[src/hdl/updi_cfg.svh]
// UPDI protocol constants
`ifndef UPDI_CFG_SVH
`define UPDI_CFG_SVH

// sync character that opens every frame
`define UPDI_SYNC 8'h55

// opcode fields, upper three bits of the opcode byte
`define UPDI_OP_LDCS 3'b100
`define UPDI_OP_STCS 3'b110
`define UPDI_OP_KEY 3'b111

// control/status space addresses
`define UPDI_CS_STATUSA 4'h0
`define UPDI_CS_ASI_SYS_STATUS 4'hB
`define UPDI_CS_ASI_RESET_REQ 4'h8

// written to ASI_RESET_REQ to hold the core in reset
`define UPDI_RESET_SIGNATURE 8'h59

// "NVMErase", goes out least significant byte first
`define UPDI_KEY_CHIPERASE 64'h4E56_4D45_7261_7365
`define UPDI_KEY_SIZE_64 2'b00

// timing in clock cycles
`define UPDI_RX_TIMEOUT_CLKS 16'd200
`define UPDI_RESET_WAIT_CLKS 16'd100

`endif

[src/hdl/updi_pkg.sv]
// UPDI programmer types
`default_nettype none

package updi_pkg;

	// instructions the framer knows how to send
	typedef enum logic [1:0] {
		INSTR_LDCS,
		INSTR_STCS,
		INSTR_KEY
	} instr_kind_e;

	// opcode byte for LDCS and STCS
	typedef struct packed {
		logic [2:0] op;
		logic rsvd;
		logic [3:0] addr;
	} opcode_cs_t;

	// opcode byte for KEY
	typedef struct packed {
		logic [2:0] op;
		logic [2:0] rsvd;
		logic [1:0] size;
	} opcode_key_t;

	// same byte on the wire, decoded per instruction
	typedef union packed {
		opcode_cs_t cs;
		opcode_key_t key;
	} opcode_u;

	// result of a programming run
	typedef enum logic [1:0] {
		ERR_NONE,
		ERR_STATUS_ZERO,
		ERR_KEY_STATUS,
		ERR_RX_TIMEOUT
	} error_code_e;

endpackage

`default_nettype wire

[src/hdl/updi_link_if.sv]
// UPDI sequencer link
`timescale 1ns/1ps
`default_nettype none

interface updi_link_if;

	// frame request, fields valid with tx_start only
	logic tx_start;
	updi_pkg::instr_kind_e tx_kind;
	logic [3:0] tx_cs_addr;
	logic [7:0] tx_data;
	logic tx_done;

	// single byte response
	logic rx_start;
	logic [7:0] rx_byte;
	logic rx_valid;
	logic rx_timeout;

	modport seq (
		output tx_start, tx_kind, tx_cs_addr, tx_data, rx_start,
		input tx_done, rx_byte, rx_valid, rx_timeout
	);

	modport tx (
		input tx_start, tx_kind, tx_cs_addr, tx_data,
		output tx_done
	);

	modport rx (
		input rx_start,
		output rx_byte, rx_valid, rx_timeout
	);

endinterface

`default_nettype wire

[src/hdl/updi_programmer.sv]
// UPDI programmer top level
`timescale 1ns/1ps
`default_nettype none

module updi_programmer (
	input wire logic clk,
	input wire logic rst,

	// run control
	input wire logic start,
	output logic busy,
	output logic done,
	output logic error,
	output logic [1:0] error_code,

	// UART TX FIFO
	output logic [7:0] uart_tx_data,
	output logic uart_tx_wr_en,
	input wire logic uart_tx_full,

	// UART RX FIFO, echo already removed
	input wire logic [7:0] uart_rx_data,
	output logic uart_rx_rd_en,
	input wire logic uart_rx_empty,

	// double break generator
	output logic double_break_start,
	input wire logic double_break_done
);

	updi_link_if link ();

	updi_pkg::error_code_e seq_error_code;

	assign error_code = seq_error_code;

	updi_sequencer seq_inst (
		.clk(clk),
		.rst(rst),
		.start(start),
		.busy(busy),
		.done(done),
		.error(error),
		.error_code(seq_error_code),
		.double_break_start(double_break_start),
		.double_break_done(double_break_done),
		.link(link.seq)
	);

	updi_tx_framer framer_inst (
		.clk(clk),
		.rst(rst),
		.link(link.tx),
		.uart_tx_data(uart_tx_data),
		.uart_tx_wr_en(uart_tx_wr_en),
		.uart_tx_full(uart_tx_full)
	);

	updi_rx_collector collector_inst (
		.clk(clk),
		.rst(rst),
		.link(link.rx),
		.uart_rx_data(uart_rx_data),
		.uart_rx_rd_en(uart_rx_rd_en),
		.uart_rx_empty(uart_rx_empty)
	);

endmodule

`default_nettype wire

[src/hdl/updi_rx_collector.sv]
// UPDI response collector
`timescale 1ns/1ps
`default_nettype none
`include "updi_cfg.svh"

module updi_rx_collector (
	input wire logic clk,
	input wire logic rst,
	updi_link_if.rx link,
	input wire logic [7:0] uart_rx_data,
	output logic uart_rx_rd_en,
	input wire logic uart_rx_empty
);

	logic armed;
	logic pending;
	logic [15:0] timer;
	logic [7:0] byte_q;

	// single pop once something is there
	assign uart_rx_rd_en = armed && !uart_rx_empty;

	// popped byte shows up one cycle after the strobe
	assign link.rx_valid = pending;
	assign link.rx_byte = pending ? uart_rx_data : byte_q;

	always_ff @(posedge clk) begin
		if (rst) begin
			armed <= 1'b0;
			pending <= 1'b0;
			timer <= 16'd0;
			link.rx_timeout <= 1'b0;
		end else begin
			pending <= uart_rx_rd_en;
			link.rx_timeout <= 1'b0;
			if (link.rx_start) begin
				armed <= 1'b1;
				timer <= 16'd0;
			end else if (uart_rx_rd_en) begin
				armed <= 1'b0;
			end else if (armed) begin
				// still empty, give up at the limit
				if (timer == `UPDI_RX_TIMEOUT_CLKS - 16'd1) begin
					armed <= 1'b0;
					link.rx_timeout <= 1'b1;
				end else begin
					timer <= timer + 16'd1;
				end
			end
		end
	end

	// keep the byte around after the valid pulse
	always_ff @(posedge clk) begin
		if (pending) begin
			byte_q <= uart_rx_data;
		end
	end

endmodule

`default_nettype wire

[src/hdl/updi_sequencer.sv]
// UPDI chip erase sequencer
`timescale 1ns/1ps
`default_nettype none
`include "updi_cfg.svh"

module updi_sequencer (
	input wire logic clk,
	input wire logic rst,
	input wire logic start,
	output logic busy,
	output logic done,
	output logic error,
	output updi_pkg::error_code_e error_code,
	output logic double_break_start,
	input wire logic double_break_done,
	updi_link_if.seq link
);

	typedef enum logic [3:0] {
		S_IDLE,
		S_BREAK,
		S_BREAK_WAIT,
		S_STAT_REQ,
		S_STAT_WAIT,
		S_KEY_REQ,
		S_KEY_WAIT,
		S_KSTAT_REQ,
		S_KSTAT_WAIT,
		S_RSET_REQ,
		S_RSET_WAIT,
		S_RCLR_REQ,
		S_RCLR_WAIT,
		S_SETTLE,
		S_END
	} state_e;

	state_e state;
	logic tx_sent;
	logic rx_got;
	logic rx_lost;
	logic [15:0] wait_cnt;

	logic frame_ok;
	logic reply_ok;
	logic reply_lost;

	// frame and response finish in either order
	assign frame_ok = tx_sent || link.tx_done;
	assign reply_ok = rx_got || link.rx_valid;
	assign reply_lost = rx_lost || link.rx_timeout;

	assign busy = state != S_IDLE;
	assign done = state == S_END && error_code == updi_pkg::ERR_NONE;
	assign error = state == S_END && error_code != updi_pkg::ERR_NONE;
	assign double_break_start = state == S_BREAK;

	// requests to framer and collector
	always_comb begin
		link.tx_start = 1'b0;
		link.tx_kind = updi_pkg::INSTR_LDCS;
		link.tx_cs_addr = 4'h0;
		link.tx_data = 8'h00;
		link.rx_start = 1'b0;
		case (state)
			S_STAT_REQ: begin
				link.tx_start = 1'b1;
				link.tx_cs_addr = `UPDI_CS_STATUSA;
				link.rx_start = 1'b1;
			end
			S_KEY_REQ: begin
				link.tx_start = 1'b1;
				link.tx_kind = updi_pkg::INSTR_KEY;
			end
			S_KSTAT_REQ: begin
				link.tx_start = 1'b1;
				link.tx_cs_addr = `UPDI_CS_ASI_SYS_STATUS;
				link.rx_start = 1'b1;
			end
			S_RSET_REQ, S_RCLR_REQ: begin
				link.tx_start = 1'b1;
				link.tx_kind = updi_pkg::INSTR_STCS;
				link.tx_cs_addr = `UPDI_CS_ASI_RESET_REQ;
				link.tx_data = (state == S_RSET_REQ) ? `UPDI_RESET_SIGNATURE : 8'h00;
			end
			default: begin
			end
		endcase
	end

	// completion flags cleared with each new request
	always_ff @(posedge clk) begin
		if (rst || link.tx_start) begin
			tx_sent <= 1'b0;
			rx_got <= 1'b0;
			rx_lost <= 1'b0;
		end else begin
			if (link.tx_done)
				tx_sent <= 1'b1;
			if (link.rx_valid)
				rx_got <= 1'b1;
			if (link.rx_timeout)
				rx_lost <= 1'b1;
		end
	end

	always_ff @(posedge clk) begin
		if (rst) begin
			state <= S_IDLE;
			error_code <= updi_pkg::ERR_NONE;
			wait_cnt <= 16'd0;
		end else begin
			case (state)
				S_IDLE: if (start) begin
					state <= S_BREAK;
					error_code <= updi_pkg::ERR_NONE;
				end
				S_BREAK: state <= S_BREAK_WAIT;
				S_BREAK_WAIT: if (double_break_done) state <= S_STAT_REQ;
				S_STAT_REQ: state <= S_STAT_WAIT;
				S_STAT_WAIT: if (frame_ok && (reply_ok || reply_lost)) begin
					if (!reply_ok) begin
						error_code <= updi_pkg::ERR_RX_TIMEOUT;
						state <= S_END;
					end else if (link.rx_byte == 8'h00) begin
						// target not responding properly
						error_code <= updi_pkg::ERR_STATUS_ZERO;
						state <= S_END;
					end else begin
						state <= S_KEY_REQ;
					end
				end
				S_KEY_REQ: state <= S_KEY_WAIT;
				S_KEY_WAIT: if (frame_ok) state <= S_KSTAT_REQ;
				S_KSTAT_REQ: state <= S_KSTAT_WAIT;
				S_KSTAT_WAIT: if (frame_ok && (reply_ok || reply_lost)) begin
					if (!reply_ok) begin
						error_code <= updi_pkg::ERR_RX_TIMEOUT;
						state <= S_END;
					end else if (link.rx_byte[3]) begin
						// bit 3 set means the key was not accepted
						error_code <= updi_pkg::ERR_KEY_STATUS;
						state <= S_END;
					end else begin
						state <= S_RSET_REQ;
					end
				end
				S_RSET_REQ: state <= S_RSET_WAIT;
				S_RSET_WAIT: if (frame_ok) state <= S_RCLR_REQ;
				S_RCLR_REQ: state <= S_RCLR_WAIT;
				S_RCLR_WAIT: if (frame_ok) begin
					wait_cnt <= 16'd0;
					state <= S_SETTLE;
				end
				S_SETTLE: begin
					if (wait_cnt == `UPDI_RESET_WAIT_CLKS - 16'd1)
						state <= S_END;
					else
						wait_cnt <= wait_cnt + 16'd1;
				end
				default: state <= S_IDLE;
			endcase
		end
	end

endmodule

`default_nettype wire

[src/hdl/updi_tx_framer.sv]
// UPDI frame transmitter
`timescale 1ns/1ps
`default_nettype none
`include "updi_cfg.svh"

module updi_tx_framer (
	input wire logic clk,
	input wire logic rst,
	updi_link_if.tx link,
	output logic [7:0] uart_tx_data,
	output logic uart_tx_wr_en,
	input wire logic uart_tx_full
);

	logic active;
	logic [3:0] idx;
	logic [3:0] last_idx;
	logic [7:0] op_byte;
	logic [63:0] payload;

	updi_pkg::opcode_u next_op;
	logic [63:0] next_payload;
	logic [3:0] next_last;

	// opcode byte and payload for the requested instruction
	always_comb begin
		next_op = '0;
		next_payload = '0;
		next_last = 4'd1;
		case (link.tx_kind)
			updi_pkg::INSTR_STCS: begin
				next_op.cs.op = `UPDI_OP_STCS;
				next_op.cs.addr = link.tx_cs_addr;
				next_payload = {56'b0, link.tx_data};
				next_last = 4'd2;
			end
			updi_pkg::INSTR_KEY: begin
				next_op.key.op = `UPDI_OP_KEY;
				next_op.key.size = `UPDI_KEY_SIZE_64;
				next_payload = `UPDI_KEY_CHIPERASE;
				next_last = 4'd9;
			end
			default: begin
				next_op.cs.op = `UPDI_OP_LDCS;
				next_op.cs.addr = link.tx_cs_addr;
			end
		endcase
	end

	// one byte per cycle unless the FIFO pushes back
	assign uart_tx_wr_en = active && !uart_tx_full;

	always_comb begin
		case (idx)
			4'd0: uart_tx_data = `UPDI_SYNC;
			4'd1: uart_tx_data = op_byte;
			default: uart_tx_data = payload[7:0];
		endcase
	end

	always_ff @(posedge clk) begin
		if (rst) begin
			active <= 1'b0;
			idx <= 4'd0;
			link.tx_done <= 1'b0;
		end else begin
			link.tx_done <= 1'b0;
			if (link.tx_start) begin
				active <= 1'b1;
				idx <= 4'd0;
			end else if (uart_tx_wr_en) begin
				// last byte written, report next cycle
				if (idx == last_idx) begin
					active <= 1'b0;
					link.tx_done <= 1'b1;
				end
				idx <= idx + 4'd1;
			end
		end
	end

	// payload drains low byte first
	always_ff @(posedge clk) begin
		if (link.tx_start) begin
			op_byte <= next_op;
			payload <= next_payload;
			last_idx <= next_last;
		end else if (uart_tx_wr_en && idx >= 4'd2) begin
			payload <= {8'h00, payload[63:8]};
		end
	end

endmodule

`default_nettype wire

[config.mk]
export PLATFORM = sky130hd
export DESIGN_NAME = updi_programmer
export DESIGN_NICKNAME = d
export VERILOG_FILES = /design/src/hdl/updi_pkg.sv /design/src/hdl/updi_link_if.sv /design/src/hdl/updi_programmer.sv /design/src/hdl/updi_rx_collector.sv /design/src/hdl/updi_sequencer.sv /design/src/hdl/updi_tx_framer.sv
export VERILOG_INCLUDE_DIRS = /design/src /design/src/hdl
export SDC_FILE = /design/constraint.sdc
export NUM_CORES = 1
export LEC_CHECK = 0
export BUFFER_PORTS_ARGS = -buffer_cell sky130_fd_sc_hd__buf_2
export CAP_MARGIN = 20
export CORE_ASPECT_RATIO = 0.5
export CORE_UTILIZATION = 52
export DETAILED_ROUTE_END_ITERATION = 10
export HOLD_SLACK_MARGIN = 0.02
export PLACE_DENSITY_LB_ADDON = 0.3
export REMOVE_ABC_BUFFERS = 1
export SYNTH_ARGS = -nofsm -noshare
export SYNTH_HDL_FRONTEND = slang
export SYNTH_SLANG_ARGS = --single-unit
[constraint.sdc]
create_clock -name clk -period 3.2 [get_ports clk]
set_input_delay 0.16 -clock clk [delete_from_list [all_inputs] [get_ports clk]]
set_output_delay 0.16 -clock clk [all_outputs]
set_load 0.03 [all_outputs]
==> impl_results.rst <==
.. list-table::
   :header-rows: 1

   * - Metric
     - Value
   * - Outcome
     - finished clean
   * - Count of final max-slew check failures
     - 0
   * - Vias per cell
     - 5.64
   * - Post-synthesis to final-layout area growth
     - 10.9%
   * - Average routed wire per standard cell
     - 13.8 microns
   * - Yosys Warn Count
     - 0
   * - VDD IR max
     - 372 uV
   * - Setup repair after global routing missed its margin
     - no
   * - Startpoint of the worst register-to-register path
     - seq_inst.state[3]
   * - Hold Startpoint
     - uart_rx_data[7]
   * - Setup_tns
     - 0 ps
   * - Post-route core utilization
     - 0.617
   * - Leading post-synthesis cells by cell area
     - sky130_fd_sc_hd__edfxtp_1 25%, sky130_fd_sc_hd__dfxtp_1 25%, sky130_fd_sc_hd__nor2_1 3.6%, sky130_fd_sc_hd__a21oi_1 2.8%, sky130_fd_sc_hd__and2_1 2.7%
   * - Power density over the cells
     - 674 nW/um^2
   * - Xor and xnor area share after synthesis
     - 0.0380
   * - Die W
     - 135 microns
   * - Maximum clock skew at final layout
     - 6.37 ps
   * - Reg-to-reg endpoint
     - framer_inst.payload[54]
   * - Placement row count
     - 23
   * - Yosys reg bits
     - 97
   * - Sink count of the clock tree
     - 97
   * - Maximum clock insertion buffer count
     - 2
   * - Final Wtd Congestion
     - 0.829
   * - Synthesized cell area
     - 4610 sq um
   * - Starting density of the core
     - 0.556
   * - Post-CTS Setup Inserts
     - 0
   * - R2R depth
     - 6
   * - CP endpoint kind
     - flop
   * - IO Count
     - 30
   * - Routed wire length
     - 8.29 mm
   * - Pin count of the biggest net entering global routing
     - 32
   * - Clock tree root driver cell
     - sky130_fd_sc_hd__clkbuf_16
   * - Worst Path Buf+Inv
     - 1
   * - Clock slew at the register clock pins of the worst setup and hold paths
     - 70 ps
   * - Most common cell in the synthesized netlist
     - sky130_fd_sc_hd__dfxtp_1
   * - Post-synthesis adder-cell area fraction
     - 0.0244
   * - Category of the worst setup path launch point
     - flop
   * - Period Utilization, post-route
     - 0.775
   * - Number of violations reported at the end of detailed-routing iteration 0
     - 155
   * - Multiplexer area fraction after synthesis
     - 0.0261
   * - Routed Antenna Nets
     - 0
   * - Number of hold-slack violations in the final timing report
     - 0
   * - Residual overflow from global routing
     - 0
   * - Asr flop ratio synth
     - 0
   * - Max-Cap Viols
     - 0
   * - Most used standard cells in the synthesized netlist
     - 58 x sky130_fd_sc_hd__dfxtp_1, 44 x sky130_fd_sc_hd__nor2_1, 39 x sky130_fd_sc_hd__edfxtp_1
   * - Die height
     - 68.6 microns
   * - Worst min path class
     - input port to flop
   * - Core box area
     - 8290 sq um
   * - Count of hold-fix buffers inserted at cts
     - 0
   * - Arrival time reported for the critical path endpoint
     - 2570 ps
   * - Count of unique library cells instantiated by Yosys
     - 62
   * - Cell repeated most along the worst path
     - sky130_fd_sc_hd__and2_1
   * - Total global-route track usage
     - 0.191
   * - Final Net Count
     - 505
   * - Antenna Cells
     - 0
   * - Critical path's top delay family
     - simple AND/OR/NAND/NOR gates
   * - Area of the die
     - 9270 sq um
   * - Setup Viol. Count Final
     - 0
   * - EDFF count, synth
     - 39
   * - Antenna violations before repair
     - 0
   * - Final Worst Setup Slack
     - 721 ps
   * - Maximum net fanout on the critical path
     - 18
   * - CTS Buf Count
     - 9
   * - Top FF cell, synth
     - sky130_fd_sc_hd__dfxtp_1
   * - Hold endpoint
     - collector_inst.byte_q[7]
   * - Area fraction in compound gates after synthesis
     - 0.139
   * - Transition time of the tightest slew-check pin
     - 602 ps
   * - Register-to-register setup slack
     - 720 ps
   * - Detailed-placement wirelength estimate
     - 5.63 mm
   * - Required @ worst endpoint
     - 3290 ps
   * - Sequential area share after synthesis
     - 0.506
   * - CP max-delay cell
     - sky130_fd_sc_hd__dfxtp_1
   * - Vias in the first global route
     - 3022
   * - Resize count post-CTS
     - 0
   * - Simple-gate area share of the yosys netlist
     - 0.232
   * - WP depth
     - 6
   * - Fraction of final layout cells sized beyond drive strength 1
     - 0.152
   * - Maximum cell stage delay along the critical path
     - 670 ps
   * - H-tree lvl count
     - 3
   * - Dominant cell type by area after synthesis
     - sky130_fd_sc_hd__edfxtp_1
   * - Number of cells on the worst hold path
     - 2
   * - Gate Count Post-Synth
     - 462
   * - Leakage component of the power
     - 1.88 nW
   * - Min Clock Period, post-route
     - 2480 ps
   * - Max-Slew Margin vs Limit
     - 0.599
   * - Synth Area per Inst
     - 9.98 sq um
   * - Worst setup slack after placement
     - 779 ps
   * - Pre-antenna DRT Iters
     - 4
   * - Critical-path cell list
     - nor2b_1, and2_1, inv_1, ha_1, and2_1, or2_2
   * - Area share of the largest cell type after synthesis
     - 0.254
   * - Port Buffer Count
     - 29
   * - TritonCTS clock tree
     - built
   * - Crit Path Class
     - flop to flop
   * - Combinational family with the most area after synthesis
     - simple AND/OR/NAND/NOR gates
   * - Highest attainable clock frequency
     - 0.403 GHz
   * - Vias post-DR
     - 3377
   * - Wire length of the first global-routing pass
     - 13.6 mm
   * - Power consumption
     - 3.45 mW
   * - DRC violation count after routing
     - 0
   * - Latest clock arrival within the worst-skew pair
     - 340 ps
## power breakdown
part           leakage, nW  internal, mW  switching, mW
Clock                0.146         0.612          0.468
Combinational        0.908         0.300          0.418
Sequential           0.824          1.52          0.130
## metrics by stage
stage,hold slack (ps),std cells,cell area (sq um)
final,63.0,599,5110
after global routing,48.0,599,5110
after CTS,52.4,599,5110
after detailed placement,412,583,4810
after global placement,405,583,4810
after floorplan,225,440,4510
## worst max path at each step
| stage | slack [ps] | to | start |
|---|---|---|---|
| after global placement | 870 | framer_inst.payload[16] | seq_inst.state[3] |
| after CTS | 740 | framer_inst.payload[54] | seq_inst.state[3] |
| after global routing | 620 | framer_inst.payload[43] | seq_inst.state[3] |
| after floorplan | 690 | framer_inst.payload[0] | seq_inst.state[2] |
| final | 720 | framer_inst.payload[54] | seq_inst.state[3] |
| after detailed placement | 780 | framer_inst.payload[54] | seq_inst.state[3] |
## cell families after synthesis
kind of cell	after synthesis
and+or+nand+nor	195
DFF	97
AOI/OAI and AO/OA	92
buffers and inverters	38
xor gates and xnor gates	20
muxes	11
adders and majority gates	9
## worst reg2reg max path, cell delays in order, from the launching register on
cell	delay, ps
sky130_fd_sc_hd__dfxtp_1	670
sky130_fd_sc_hd__nor2b_1	410
sky130_fd_sc_hd__and2_1	220
sky130_fd_sc_hd__inv_1	70
sky130_fd_sc_hd__ha_1	200
sky130_fd_sc_hd__and2_1	300
sky130_fd_sc_hd__or2_2	360
## flip-flops by register name, indices dropped and copies added (netlist names), 2 cells and up
register               count
seq_inst.state             4
seq_inst.error_code        2
framer_inst.op_byte        4
framer_inst.last_idx       2
seq_inst.wait_cnt         16
collector_inst.timer      16
collector_inst.byte_q      8
framer_inst.idx            4
framer_inst.payload       33
## area by class of cell
class                   instances  area [sq um]
multi-input cells             327          2120
flip-flops and latches         97          2330
clock inverters                 7          76.3
fillers                       703          3180
clock buffers                   9           225
inverters                      16          60.1
well taps                     112           140
repair buffers                 31           160
## metal layers
metal / GRT usage / up-vias / part of all wire
met5: 0 / - / 0
met4: 0.0576 / 0 / 0.0092
met3: 0.0607 / 9 / 0.035
met2: 0.324 / 44 / 0.46
met1: 0.238 / 1594 / 0.50
li1: - / 1730 / -
## cells in the final DEF, fill, tap and decap left out, types with 3 or more instances in the layout
cell type	Yosys	final
sky130_fd_sc_hd__a211oi_1	3	3
sky130_fd_sc_hd__a21o_1	14	14
sky130_fd_sc_hd__a21oi_1	26	26
sky130_fd_sc_hd__a22o_1	5	5
sky130_fd_sc_hd__a31o_2	3	3
sky130_fd_sc_hd__and2_1	20	20
sky130_fd_sc_hd__and3_1	5	5
sky130_fd_sc_hd__buf_2	4	29
sky130_fd_sc_hd__clkbuf_16	0	9
sky130_fd_sc_hd__dfxtp_1	58	58
sky130_fd_sc_hd__edfxtp_1	39	39
sky130_fd_sc_hd__ha_1	9	9
sky130_fd_sc_hd__inv_1	15	15
sky130_fd_sc_hd__mux2_2	8	8
sky130_fd_sc_hd__mux2i_1	3	3
sky130_fd_sc_hd__nand2_1	27	27
sky130_fd_sc_hd__nand2b_1	6	6
sky130_fd_sc_hd__nand3_1	16	16
sky130_fd_sc_hd__nand4_1	9	9
sky130_fd_sc_hd__nor2_1	44	44
sky130_fd_sc_hd__nor2b_1	8	8
sky130_fd_sc_hd__nor3_1	7	7
sky130_fd_sc_hd__nor4_1	11	11
sky130_fd_sc_hd__o21ai_0	9	9
sky130_fd_sc_hd__o31ai_1	12	12
sky130_fd_sc_hd__or2_2	9	9
sky130_fd_sc_hd__or3_1	7	7
sky130_fd_sc_hd__or4_1	11	11
sky130_fd_sc_hd__xnor2_1	9	9
sky130_fd_sc_hd__xor2_1	11	11
(Power assumes the default switching activity.)
